$ cat config.mk
export PLATFORM = sky130hd
export DESIGN_NAME = hdc_top
export DESIGN_NICKNAME = d
export VERILOG_FILES = /design/src/logic/hdc_pkg.sv /design/src/logic/hdc_regs.sv /design/src/logic/item_gen.sv /design/src/logic/item_memory.sv /design/src/logic/bundle_encoder.sv /design/src/logic/hdc_top.sv
export VERILOG_INCLUDE_DIRS = /design/src /design/src/logic
export SDC_FILE = /design/constraint.sdc
export NUM_CORES = 2
export LEC_CHECK = 0
export BUFFER_PORTS_ARGS = -buffer_cell sky130_fd_sc_hd__buf_2
export CAP_MARGIN = 10
export CORE_ASPECT_RATIO = 0.9
export CORE_MARGIN = 5
export CORE_UTILIZATION = 60
export DETAILED_ROUTE_END_ITERATION = 6
export PLACE_DENSITY_LB_ADDON = 0.05
export SYNTH_ARGS = -nofsm -noshare
export SYNTH_HDL_FRONTEND = slang
export SYNTH_SLANG_ARGS = --single-unit
$ cat constraint.sdc
create_clock -name AXIS_ACLK -period 23.3 [get_ports AXIS_ACLK]
set_input_delay 0 -clock AXIS_ACLK [delete_from_list [all_inputs] [get_ports AXIS_ACLK]]
set_output_delay 0 -clock AXIS_ACLK [all_outputs]
set_load 0.02 [all_outputs]
$ cat src/logic/hdc_consts.svh
`ifndef HDC_CONSTS_SVH
`define HDC_CONSTS_SVH

// datapath sizes
`define HDC_WORD_W          32
`define HDC_WORDS_PER_HV    2
`define HDC_DIM             (`HDC_WORD_W * `HDC_WORDS_PER_HV)
`define HDC_ITEM_AW         4
`define HDC_CNT_W           8
`define HDC_INSTR_W         16

// register map, byte offsets
`define HDC_REG_AW          12
`define HDC_REG_CTRL        12'h000
`define HDC_REG_ITEM_NUM    12'h004

// xorshift reload value
`define HDC_PRNG_SEED       32'h2545F491

`endif

$ cat src/logic/hdc_pkg.sv
`default_nettype none

`include "hdc_consts.svh"

package hdc_pkg;

    // one hypervector, one bit per dimension
    typedef logic [`HDC_DIM-1:0] hv_t;

    typedef logic [`HDC_ITEM_AW-1:0] item_addr_t;

    // bit 1 run, bit 0 gen, as in the CTRL register
    typedef struct packed {
        logic run;
        logic gen;
    } mode_t;

    // write port of the item memory
    typedef struct packed {
        logic       valid;
        item_addr_t addr;
        hv_t        data;
    } item_wr_t;

endpackage

`default_nettype wire

$ cat src/logic/hdc_regs.sv
`timescale 1ns/1ps
`default_nettype none

`include "hdc_consts.svh"

module hdc_regs import hdc_pkg::*; (
    input  wire                       AXIS_ACLK,
    input  wire                       S_AXI_ARESETN,
    input  wire [`HDC_REG_AW-1:0]     S_AXI_AWADDR,
    input  wire                       S_AXI_AWVALID,
    output logic                      S_AXI_AWREADY,
    input  wire [`HDC_WORD_W-1:0]     S_AXI_WDATA,
    input  wire [`HDC_WORD_W/8-1:0]   S_AXI_WSTRB,
    input  wire                       S_AXI_WVALID,
    output logic                      S_AXI_WREADY,
    output logic [1:0]                S_AXI_BRESP,
    output logic                      S_AXI_BVALID,
    input  wire                       S_AXI_BREADY,
    input  wire [`HDC_REG_AW-1:0]     S_AXI_ARADDR,
    input  wire                       S_AXI_ARVALID,
    output logic                      S_AXI_ARREADY,
    output logic [`HDC_WORD_W-1:0]    S_AXI_RDATA,
    output logic [1:0]                S_AXI_RRESP,
    output logic                      S_AXI_RVALID,
    input  wire                       S_AXI_RREADY,
    input  wire                       gen_done,
    output mode_t                     mode,
    output logic [`HDC_ITEM_AW:0]     item_num
);

    typedef enum logic [2:0] {
        ST_IDLE,
        ST_ADDR,
        ST_DATA,
        ST_WRESP,
        ST_RDEC,
        ST_RRESP
    } state_t;

    state_t                     state;
    logic [`HDC_REG_AW-1:0]     wr_addr;
    logic [`HDC_REG_AW-1:0]     rd_addr;
    logic [`HDC_WORD_W-1:0]     wr_data;
    logic [`HDC_WORD_W/8-1:0]   wr_strb;
    // high on the first cycle of ST_WRESP only
    logic                       wr_fire;

    assign S_AXI_AWREADY = (state == ST_IDLE) || (state == ST_DATA);
    assign S_AXI_WREADY  = (state == ST_IDLE) || (state == ST_ADDR);
    // writes win in idle, so no AR handshake is lost beside them
    assign S_AXI_ARREADY = (state == ST_IDLE) && !S_AXI_AWVALID && !S_AXI_WVALID;
    assign S_AXI_BVALID  = (state == ST_WRESP);
    assign S_AXI_RVALID  = (state == ST_RRESP);
    assign S_AXI_BRESP   = 2'b00;
    assign S_AXI_RRESP   = 2'b00;

    // -------------------------------------------------------------------------
    // channel state machine
    // -------------------------------------------------------------------------
    always_ff @(posedge AXIS_ACLK) begin
        wr_fire <= 1'b0;
        if (!S_AXI_ARESETN) begin
            state <= ST_IDLE;
        end else begin
            case (state)
                ST_IDLE: begin
                    if (S_AXI_AWVALID && S_AXI_WVALID) begin
                        state   <= ST_WRESP;
                        wr_fire <= 1'b1;
                    end else if (S_AXI_AWVALID) begin
                        state <= ST_ADDR;
                    end else if (S_AXI_WVALID) begin
                        state <= ST_DATA;
                    end else if (S_AXI_ARVALID) begin
                        state <= ST_RDEC;
                    end
                end
                ST_ADDR: begin
                    if (S_AXI_WVALID) begin
                        state   <= ST_WRESP;
                        wr_fire <= 1'b1;
                    end
                end
                ST_DATA: begin
                    if (S_AXI_AWVALID) begin
                        state   <= ST_WRESP;
                        wr_fire <= 1'b1;
                    end
                end
                ST_WRESP: begin
                    if (S_AXI_BREADY) begin
                        state <= ST_IDLE;
                    end
                end
                ST_RDEC: begin
                    state <= ST_RRESP;
                end
                ST_RRESP: begin
                    if (S_AXI_RREADY) begin
                        state <= ST_IDLE;
                    end
                end
                default: begin
                    state <= ST_IDLE;
                end
            endcase
        end
    end

    // address, data and read word capture
    always_ff @(posedge AXIS_ACLK) begin
        if (S_AXI_AWVALID && S_AXI_AWREADY) begin
            wr_addr <= S_AXI_AWADDR;
        end
        if (S_AXI_WVALID && S_AXI_WREADY) begin
            wr_data <= S_AXI_WDATA;
            wr_strb <= S_AXI_WSTRB;
        end
        if (S_AXI_ARVALID && S_AXI_ARREADY) begin
            rd_addr <= S_AXI_ARADDR;
        end
        if (state == ST_RDEC) begin
            case (rd_addr)
                `HDC_REG_CTRL:     S_AXI_RDATA <= `HDC_WORD_W'(mode);
                `HDC_REG_ITEM_NUM: S_AXI_RDATA <= `HDC_WORD_W'(item_num);
                default:           S_AXI_RDATA <= '0;
            endcase
        end
    end

    // -------------------------------------------------------------------------
    // control registers
    // -------------------------------------------------------------------------
    always_ff @(posedge AXIS_ACLK) begin
        if (!S_AXI_ARESETN) begin
            mode     <= '0;
            item_num <= '0;
        end else if (wr_fire) begin
            // both fields live in byte 0
            if (wr_strb[0]) begin
                case (wr_addr)
                    `HDC_REG_CTRL:     mode     <= wr_data[1:0];
                    `HDC_REG_ITEM_NUM: item_num <= wr_data[`HDC_ITEM_AW:0];
                    default:           ;
                endcase
            end
        end else if (gen_done) begin
            // generator finished its last item
            mode.gen <= 1'b0;
        end
    end

    // done only arrives while generating
    a_done_in_gen: assert property (@(posedge AXIS_ACLK) disable iff (!S_AXI_ARESETN)
        gen_done |-> mode.gen);

endmodule

`default_nettype wire

$ cat src/logic/item_gen.sv
`timescale 1ns/1ps
`default_nettype none

`include "hdc_consts.svh"

module item_gen import hdc_pkg::*; (
    input  wire                     AXIS_ACLK,
    input  wire                     S_AXI_ARESETN,
    input  wire                     gen,
    input  wire [`HDC_ITEM_AW:0]    item_num,
    output item_wr_t                item_wr,
    output logic                    gen_done
);

    localparam int WORD_W    = `HDC_WORD_W;
    localparam int LAST_WORD = `HDC_WORDS_PER_HV - 1;
    localparam int IDX_W     = $clog2(`HDC_WORDS_PER_HV);

    logic [WORD_W-1:0]  prng;
    logic [WORD_W-1:0]  prng_nxt;
    logic [IDX_W-1:0]   word_idx;
    item_addr_t         item_addr;
    // full hypervector sits in hv_buf
    logic               wr_pend;
    hv_t                hv_buf;

    // xorshift32, shifts 13 / 17 / 5
    function automatic logic [WORD_W-1:0] xorshift(input logic [WORD_W-1:0] x);
        logic [WORD_W-1:0] t;
        t = x ^ (x << 13);
        t = t ^ (t >> 17);
        t = t ^ (t << 5);
        return t;
    endfunction

    assign prng_nxt = xorshift(prng);

    always_ff @(posedge AXIS_ACLK) begin
        if (!S_AXI_ARESETN || !gen) begin
            prng      <= `HDC_PRNG_SEED;
            word_idx  <= '0;
            item_addr <= '0;
            wr_pend   <= 1'b0;
        end else begin
            prng     <= prng_nxt;
            word_idx <= (word_idx == IDX_W'(LAST_WORD)) ? '0 : word_idx + 1'b1;
            wr_pend  <= (word_idx == IDX_W'(LAST_WORD));
            if (wr_pend) begin
                item_addr <= item_addr + 1'b1;
            end
        end
    end

    // word j lands at bit j*32
    always_ff @(posedge AXIS_ACLK) begin
        if (gen) begin
            hv_buf[word_idx*WORD_W +: WORD_W] <= prng_nxt;
        end
    end

    always_comb begin
        item_wr.valid = wr_pend && gen;
        item_wr.addr  = item_addr;
        item_wr.data  = hv_buf;
    end

    // counts above 16 stop at the last address
    assign gen_done = item_wr.valid
                      && ((({1'b0, item_addr} + 1'b1) >= item_num) || (item_addr == '1));

    // a zero state would lock the xorshift at zero
    a_prng_live: assert property (@(posedge AXIS_ACLK) disable iff (!S_AXI_ARESETN)
        prng != '0);

endmodule

`default_nettype wire

$ cat src/logic/item_memory.sv
`timescale 1ns/1ps
`default_nettype none

`include "hdc_consts.svh"

module item_memory import hdc_pkg::*; (
    input  wire             AXIS_ACLK,
    input  wire item_wr_t   item_wr,
    input  wire item_addr_t rd_addr,
    output hv_t             rd_data
);

    localparam int DEPTH = 1 << `HDC_ITEM_AW;

    hv_t mem [DEPTH];

    always_ff @(posedge AXIS_ACLK) begin
        if (item_wr.valid) begin
            mem[item_wr.addr] <= item_wr.data;
        end
    end

    // read data one cycle after the address
    always_ff @(posedge AXIS_ACLK) begin
        rd_data <= mem[rd_addr];
    end

endmodule

`default_nettype wire

$ cat src/logic/bundle_encoder.sv
`timescale 1ns/1ps
`default_nettype none

`include "hdc_consts.svh"

module bundle_encoder import hdc_pkg::*; (
    input  wire                     AXIS_ACLK,
    input  wire                     S_AXI_ARESETN,
    input  wire                     run,
    input  wire [`HDC_INSTR_W-1:0]  S_AXIS_TDATA,
    input  wire                     S_AXIS_TVALID,
    input  wire                     S_AXIS_TLAST,
    output logic                    S_AXIS_TREADY,
    output item_addr_t              rd_addr,
    input  wire hv_t                rd_data,
    output hv_t                     M_AXIS_TDATA,
    output logic                    M_AXIS_TVALID,
    output logic                    M_AXIS_TLAST,
    input  wire                     M_AXIS_TREADY
);

    localparam int CNT_W = `HDC_CNT_W;
    localparam logic signed [CNT_W-1:0] CNT_MAX = CNT_W'(2 ** (CNT_W - 1) - 1);
    localparam logic signed [CNT_W-1:0] CNT_MIN = -CNT_MAX;
    localparam logic signed [CNT_W-1:0] CNT_ONE = CNT_W'(1);

    logic signed [CNT_W-1:0] cnt [`HDC_DIM];
    logic signed [CNT_W-1:0] cnt_nxt [`HDC_DIM];
    hv_t                     sign_nxt;
    // lookup in flight, memory data arrives next cycle
    logic                    lk_valid;
    logic                    lk_last;
    logic                    beat_in;
    logic                    beat_out;

    assign S_AXIS_TREADY = run && !lk_valid && !M_AXIS_TVALID;
    assign beat_in       = S_AXIS_TVALID && S_AXIS_TREADY;
    assign beat_out      = M_AXIS_TVALID && M_AXIS_TREADY;
    assign rd_addr       = S_AXIS_TDATA[`HDC_ITEM_AW-1:0];
    // every result is a single-beat packet
    assign M_AXIS_TLAST  = 1'b1;

    // -------------------------------------------------------------------------
    // saturating +1 / -1 per dimension
    // -------------------------------------------------------------------------
    always_comb begin
        for (int d = 0; d < `HDC_DIM; d++) begin
            if (rd_data[d]) begin
                cnt_nxt[d] = (cnt[d] == CNT_MAX) ? cnt[d] : cnt[d] + CNT_ONE;
            end else begin
                cnt_nxt[d] = (cnt[d] == CNT_MIN) ? cnt[d] : cnt[d] - CNT_ONE;
            end
            sign_nxt[d] = (cnt_nxt[d] > 0);
        end
    end

    always_ff @(posedge AXIS_ACLK) begin
        for (int d = 0; d < `HDC_DIM; d++) begin
            if (!S_AXI_ARESETN || !run || beat_out) begin
                cnt[d] <= '0;
            end else if (lk_valid) begin
                cnt[d] <= cnt_nxt[d];
            end
        end
    end

    always_ff @(posedge AXIS_ACLK) begin
        if (!S_AXI_ARESETN || !run) begin
            lk_valid <= 1'b0;
            lk_last  <= 1'b0;
        end else begin
            lk_valid <= beat_in;
            lk_last  <= beat_in && S_AXIS_TLAST;
        end
    end

    // -------------------------------------------------------------------------
    // output beat
    // -------------------------------------------------------------------------
    always_ff @(posedge AXIS_ACLK) begin
        if (!S_AXI_ARESETN) begin
            M_AXIS_TVALID <= 1'b0;
        end else if (lk_valid && lk_last) begin
            M_AXIS_TVALID <= 1'b1;
        end else if (beat_out) begin
            M_AXIS_TVALID <= 1'b0;
        end
    end

    // signs taken from the counters after the last update
    always_ff @(posedge AXIS_ACLK) begin
        if (lk_valid && lk_last) begin
            M_AXIS_TDATA <= sign_nxt;
        end
    end

    a_tvalid_hold: assert property (@(posedge AXIS_ACLK) disable iff (!S_AXI_ARESETN)
        M_AXIS_TVALID && !M_AXIS_TREADY |=> M_AXIS_TVALID && $stable(M_AXIS_TDATA));

endmodule

`default_nettype wire

$ cat src/logic/hdc_top.sv
`timescale 1ns/1ps
`default_nettype none

`include "hdc_consts.svh"

module hdc_top import hdc_pkg::*; (
    input  wire                       AXIS_ACLK,
    input  wire                       S_AXI_ARESETN,
    // AXI-Lite slave
    input  wire [`HDC_REG_AW-1:0]     S_AXI_AWADDR,
    input  wire                       S_AXI_AWVALID,
    output wire                       S_AXI_AWREADY,
    input  wire [`HDC_WORD_W-1:0]     S_AXI_WDATA,
    input  wire [`HDC_WORD_W/8-1:0]   S_AXI_WSTRB,
    input  wire                       S_AXI_WVALID,
    output wire                       S_AXI_WREADY,
    output wire [1:0]                 S_AXI_BRESP,
    output wire                       S_AXI_BVALID,
    input  wire                       S_AXI_BREADY,
    input  wire [`HDC_REG_AW-1:0]     S_AXI_ARADDR,
    input  wire                       S_AXI_ARVALID,
    output wire                       S_AXI_ARREADY,
    output wire [`HDC_WORD_W-1:0]     S_AXI_RDATA,
    output wire [1:0]                 S_AXI_RRESP,
    output wire                       S_AXI_RVALID,
    input  wire                       S_AXI_RREADY,
    // item address stream in
    input  wire [`HDC_INSTR_W-1:0]    S_AXIS_TDATA,
    input  wire                       S_AXIS_TVALID,
    input  wire                       S_AXIS_TLAST,
    output wire                       S_AXIS_TREADY,
    // bundled hypervector out
    output wire [`HDC_DIM-1:0]        M_AXIS_TDATA,
    output wire                       M_AXIS_TVALID,
    output wire [`HDC_DIM/8-1:0]      M_AXIS_TSTRB,
    output wire                       M_AXIS_TLAST,
    input  wire                       M_AXIS_TREADY
);

    wire mode_t                 mode;
    wire [`HDC_ITEM_AW:0]       item_num;
    wire                        gen_done;
    wire item_wr_t              item_wr;
    wire item_addr_t            rd_addr;
    wire hv_t                   rd_data;

    assign M_AXIS_TSTRB = '1;

    hdc_regs u_regs (
        .AXIS_ACLK      (AXIS_ACLK),
        .S_AXI_ARESETN  (S_AXI_ARESETN),
        .S_AXI_AWADDR   (S_AXI_AWADDR),
        .S_AXI_AWVALID  (S_AXI_AWVALID),
        .S_AXI_AWREADY  (S_AXI_AWREADY),
        .S_AXI_WDATA    (S_AXI_WDATA),
        .S_AXI_WSTRB    (S_AXI_WSTRB),
        .S_AXI_WVALID   (S_AXI_WVALID),
        .S_AXI_WREADY   (S_AXI_WREADY),
        .S_AXI_BRESP    (S_AXI_BRESP),
        .S_AXI_BVALID   (S_AXI_BVALID),
        .S_AXI_BREADY   (S_AXI_BREADY),
        .S_AXI_ARADDR   (S_AXI_ARADDR),
        .S_AXI_ARVALID  (S_AXI_ARVALID),
        .S_AXI_ARREADY  (S_AXI_ARREADY),
        .S_AXI_RDATA    (S_AXI_RDATA),
        .S_AXI_RRESP    (S_AXI_RRESP),
        .S_AXI_RVALID   (S_AXI_RVALID),
        .S_AXI_RREADY   (S_AXI_RREADY),
        .gen_done       (gen_done),
        .mode           (mode),
        .item_num       (item_num)
    );

    // gen side
    item_gen u_gen (
        .AXIS_ACLK      (AXIS_ACLK),
        .S_AXI_ARESETN  (S_AXI_ARESETN),
        .gen            (mode.gen),
        .item_num       (item_num),
        .item_wr        (item_wr),
        .gen_done       (gen_done)
    );

    item_memory u_mem (
        .AXIS_ACLK      (AXIS_ACLK),
        .item_wr        (item_wr),
        .rd_addr        (rd_addr),
        .rd_data        (rd_data)
    );

    // run side
    bundle_encoder u_enc (
        .AXIS_ACLK      (AXIS_ACLK),
        .S_AXI_ARESETN  (S_AXI_ARESETN),
        .run            (mode.run),
        .S_AXIS_TDATA   (S_AXIS_TDATA),
        .S_AXIS_TVALID  (S_AXIS_TVALID),
        .S_AXIS_TLAST   (S_AXIS_TLAST),
        .S_AXIS_TREADY  (S_AXIS_TREADY),
        .rd_addr        (rd_addr),
        .rd_data        (rd_data),
        .M_AXIS_TDATA   (M_AXIS_TDATA),
        .M_AXIS_TVALID  (M_AXIS_TVALID),
        .M_AXIS_TLAST   (M_AXIS_TLAST),
        .M_AXIS_TREADY  (M_AXIS_TREADY)
    );

endmodule

`default_nettype wire

== Word level (Yosys, flattened, before mapping) ==
Memories as Yosys holds them, arrays and structs flattened. A register that Yosys moved wholly into a read port is not among the register bits.
Index checks and enable logic that the tools add are counted.

* Shift-type cells: 2
* Bitwise gates (word level): 67
* Equality and inequality tests: 143
* Magnitude comparators: 65
* $add $sub $neg: 132
* Reduce and logical (&&, ||, !) cells: 37
* Multiplexer cells: 284

{| class="wikitable"
|+ Operator list
! operator !! number
|-
| 2-to-1 mux 8 bit || 256
|-
| == test 8 bit, second input constant || 128
|-
| adder 8 x 2 -> 8 bit, second input constant || 64
|-
| > comparator 8 x 1 -> 1 bit, second input constant || 64
|-
| subtractor 8 x 2 -> 8 bit, second input constant || 64
|-
| bitwise mux 64 bit || 1
|-
| bitwise OR 1 bit || 64
|-
| variable shift 32 x 34 -> 64 bit, first input constant || 1
|-
| indexed part select 32 x 34 -> 64 bit || 1
|-
| bitwise XOR 32 bit || 2
|-
| negator 6 -> 34 bit || 1
|-
| bitwise XOR 32 x 15 -> 32 bit || 1
|-
| == test 12 x 3 -> 1 bit, second input constant || 2
|-
| logical NOT 12 bit || 2
|-
| 2-to-1 mux 3 bit || 8
|-
| case mux 3 bit (6 select lines) || 1
|-
| 2-to-1 mux 1 bit || 16
|-
| logical AND 1 bit || 14
|-
| case mux 5 bit (2 select lines) || 1
|-
| AND reduction 3 bit || 3
|-
| logical NOT 1 bit || 7
|-
| == test 3 x 2 -> 1 bit, second input constant || 2
|-
| == test 3 bit, second input constant || 2
|-
| logical OR 1 bit || 6
|-
| other kinds (14) || 19
|}

* Flip-flop bits (word level): 242
* Input bits: 86
* Memories kept: 2
* Memory bits (writable): 1536

{| class="wikitable"
|+ Memories
! memory !! words !! width !! rd ports !! clocked after Yosys merged registers in !! wr ports !! line !! text
|-
| u_mem.mem || 16 || 64 || 1 || 1 || 1 || item_memory.sv:15 || <nowiki>hv_t mem [DEPTH];</nowiki>
|-
| u_enc.cnt || 64 || 8 || 64 || 0 || 64 || bundle_encoder.sv:27 || <nowiki>logic signed [CNT_W-1:0] cnt [`HDC_DIM];</nowiki>
|}

== Longest topological paths before layout ==
* Depth after elaboration: 6
* Depth in mapped cells: 9

== Modules after synthesis ==
Synthesis repeated with hierarchy kept, for this count alone.

* Cells, all modules: 7745
* Area, all modules: 93458.4 sq um

{| class="wikitable"
|+ Modules (own cells, without submodules)
! module !! times used !! cells an instance !! area each (sq um) !! seq. area each (sq um)
|-
| bundle_encoder || 1 || 5628 || 47892.2 || 17356.6
|-
| item_memory || 1 || 1647 || 39581.7 || 32030.7
|-
| item_gen || 1 || 314 || 3982.6 || 2682.6
|-
| hdc_regs || 1 || 147 || 1938.1 || 1271.2
|-
| hdc_top || 1 || 9 || 63.8 || 0.0
|}

== Worst setup path after synthesis ==
No wires, ideal clock.

* Kind: reg-to-reg
* Start point: register u_enc.lk_valid
* End point: memory u_enc.cnt[0][0] in the netlist's numbering, enable pin
* Cell stages (with the launch flop): 2
* Library setup time: 0.972 ns
* Data required time: 22.328 ns
* Setup slack: 9.661 ns
* Data arrival time: 12.666 ns
* Path buffers: 0
* Cell sequence: dfxtp_1 nand2b_1

{| class="wikitable"
|+ RTL lines
! what !! line !! text
|-
| start: declaration || bundle_encoder.sv:31 || <nowiki>logic lk_valid;</nowiki>
|-
| start signal: assignment || bundle_encoder.sv:72 || <nowiki>lk_valid <= beat_in;</nowiki>
|-
| end: declaration || bundle_encoder.sv:27 ||
|}

==> flow_metrics.py <==
metrics = {
    "timing": {
        "slew_violations": 0,
        "setup_viol": 0,
        "fin_crit_ps": 4490,
        "hold_violations": 0,
        "tns_ps": 0,
        "finClkSkew_ps": 18.2,
        "post-route-period-util": 0.193,
        "clock.fmax_mhz": 223,
        "relSlewSlack": 0.205,
        "timing.final.ws_setup_ps": 18810,
        "worstMarginPinSlew_ps": 1190,
        "rsz0062_at_grt": "no",
    },
    "critical_path": {
        "worstPathRequired_ps": 23710,
        "critical_path_arrival_ps": 4900,
        "end_kind": "flop",
        "crit_path_max_fanout": 68,
        "cp-start-kind": "flop",
        "critical_path_class": "reg -> reg",
    },
    "power_and_ir_drop": {
        "p_leak_nw": 36.7,
        "p_per_area_mw_per_mm2": 65.0,
        "p_total_mw": 6.67,
        "ir_drop_uv": 81.3,
    },
    "routing": {
        "routed_via_density": 6.41,
        "wl_per_cell_um": 21.5,
        "drc": 0,
        "wl_um": 214000,
        "vias": 63500,
        "drt_iter0_drc": 6239,
        "antenna_left": 0,
        "drt-pass1-iter-count": 6,
    },
    "yosys": {
        "syn_inst": 7665,
        "synthesis.area_mm2": 0.0936,
        "yosysTopAreaCell": "edfxtp_1",
        "ys_seq_elements": 1815,
        "synthFlopType": "edfxtp_1",
        "synth_most_common_cell": "edfxtp_1",
        "ys_warn_count": 0,
        "async_flop_share": 0,
        "synth_edf_count": 1699,
        "seq_area_frac_synth": 0.570,
        "synth_commonest_cells": "edfxtp_1 (1699), nor2_1 (775), nand2_1 (457), clkbuf_1 (377), a21oi_1 (322)",
        "yosysUniqueCellTypes": 93,
        "netlist.area_leader.share": 0.545,
        "synth_area_leaders": "edfxtp_1 (55%), mux4_2 (7.7%), nor2_1 (3.1%)",
        "syn_area_per_cell_um2": 12.2,
    },
    "placed_design": {
        "port_buffers": 119,
        "place_worst_setup_slack_ps": 18730,
        "gp_congestion": 0.878,
        "dp_hpwl_um": 125000,
    },
    "cts": {
        "cts_tree": "built",
        "clockBufferDepth": 3,
        "htreeDepth": 4,
        "ctsHoldBuffers": 81,
        "cts_resized": 0,
        "numCtsBuffers": 183,
        "clock_latency_ps": 800,
        "ctsRootBufferMaster": "clkbuf_16",
        "post_cts_buffers": 0,
        "clk_pin_slew_ps": 60,
        "cts_sinks": 1815,
    },
    "final_layout": {
        "fin_nets": 7953,
        "final_core_util": 0.661,
        "syn_to_final_growth_pct": 9.50,
        "final_layout_size_suffix_gt1_frac": 0.115,
    },
    "grt": {
        "globalRoute.totalOverflow": 0,
        "grt_max_degree": 149,
        "grt_pass1_vias": 60500,
        "grt_usage": 0.258,
        "antenna_found_initial": 8,
        "grt_pass1_wl_um": 338000,
    },
    "floorplan": {
        "core_area_mm2": 0.155,
        "io_pins": 202,
        "row_count": 137,
        "die_h_um": 385,
        "floorplan.initialDensity": 0.604,
        "die-width_um": 426,
        "die_area_mm2": 0.164,
    },
    "hold_path": {
        "hp-class": "in -> reg",
    },
    "status": {
        "status": "completed",
    },
    "flow_run": {
        "drv_cap": 0,
    },
}
placed cells by master, fill, tap and decap left out, drive strengths merged, types with 101 or more instances in the layout:
cell type	count
nor3	233
ha	201
o21ai	272
clkbuf	250
buf	162
nor2	775
nor2b	101
and3	157
nand4	133
dfxtp	116
mux4	321
a31oi	123
xnor2	174
edfxtp	1699
a21oi	322
and2	194
nand2	457
nand3	237
inv	258
stage by stage:
| step | cell area [um2] | hold WS (ps) | cells |
|---|---|---|---|
| 3_3_place_gp | 95500 | 177 | 9484 |
| 2_1_floorplan | 93700 | 98.9 | 7703 |
| 3_5_place_dp | 95500 | 178 | 9484 |
| 6_report | 103000 | 68.0 | 9912 |
| 5_1_grt | 102000 | 70.4 | 9910 |
| 4_1_cts | 102000 | 23.7 | 9909 |
sequential cells by signal, summed over array words and instances, names as in the netlist, 3 cells and up:
| register | cells |
|---|---|
| u_mem.rd_data | 64 |
| u_enc.cnt | 512 |
| u_gen.prng | 32 |
| u_regs.wr_addr | 12 |
| u_regs.item_num | 5 |
| u_gen.item_addr | 4 |
| u_regs.wr_data | 5 |
| u_regs.rd_addr | 12 |
| u_enc.M_AXIS_TDATA | 64 |
| u_gen.hv_buf | 64 |
| u_mem.mem | 1024 |
| u_regs.state | 3 |
| u_regs.S_AXI_RDATA | 5 |
cells by family (layout without fill, tap and decap cells):
group,after synthesis,after routing,synth area share
AOI/OAI and AO/OA,1379,1379,0.0984
DFF,1815,1815,0.570
and+or+nand+nor,2886,2886,0.163
buffers and inverters,718,840,0.0307
other,2,42,0.0000802
xor gates and xnor gates,217,217,0.0204
adders and majority gates,201,201,0.0269
muxes,447,447,0.0912
critical path: stages (launching register included):
cell and delay [ps]:
dfxtp_1 370, a21oi_1 180, nand2b_4 480, buf_4 710, buf_4 670, buf_4 830
buf_4 690
layout make-up:
cell class,count,area [um2]
clock inverter,95,1060
multi-input combinational,5170,37600
sequential,1815,53300
inverter,252,946
tap,2085,2610
antenna,2,5.00
clock buffer,249,5150
fill,11300,52500
timing repair buffer,244,1790
final timing paths:
check | from | depth (start not counted) | slack (ps) | to
setup / recovery | u_enc.M_AXIS_TVALID | 6 | 18810 | u_enc.cnt[1][121]
hold / removal | S_AXIS_TDATA[1] | 3 | 70 | u_mem.rd_data[10]
hold reg to reg | u_regs.wr_data[2] | 2 | 510 | u_regs.item_num[2]
setup reg to reg | u_enc.M_AXIS_TVALID | 6 | 18810 | u_enc.cnt[1][121]
routing by layer:
metal | share of wire | vias to the layer above | global-route usage | routed length, um
met5 | 0.000061 | - | 0 | 13
met3 | 0.070 | 297 | 0.0400 | 14900
met1 | 0.44 | 31300 | 0.380 | 93500
met4 | 0.020 | 2 | 0.0625 | 4310
li1 | - | 29600 | - | -
met2 | 0.47 | 2334 | 0.408 | 101000
where the power goes:
part           switching [mW]  internal (mW)
Sequential            0.00917           3.52
Clock                    1.25           1.77
Combinational          0.0641         0.0486
Total                    1.32           5.34
Note: power is estimated with default switching activity, not from simulation.
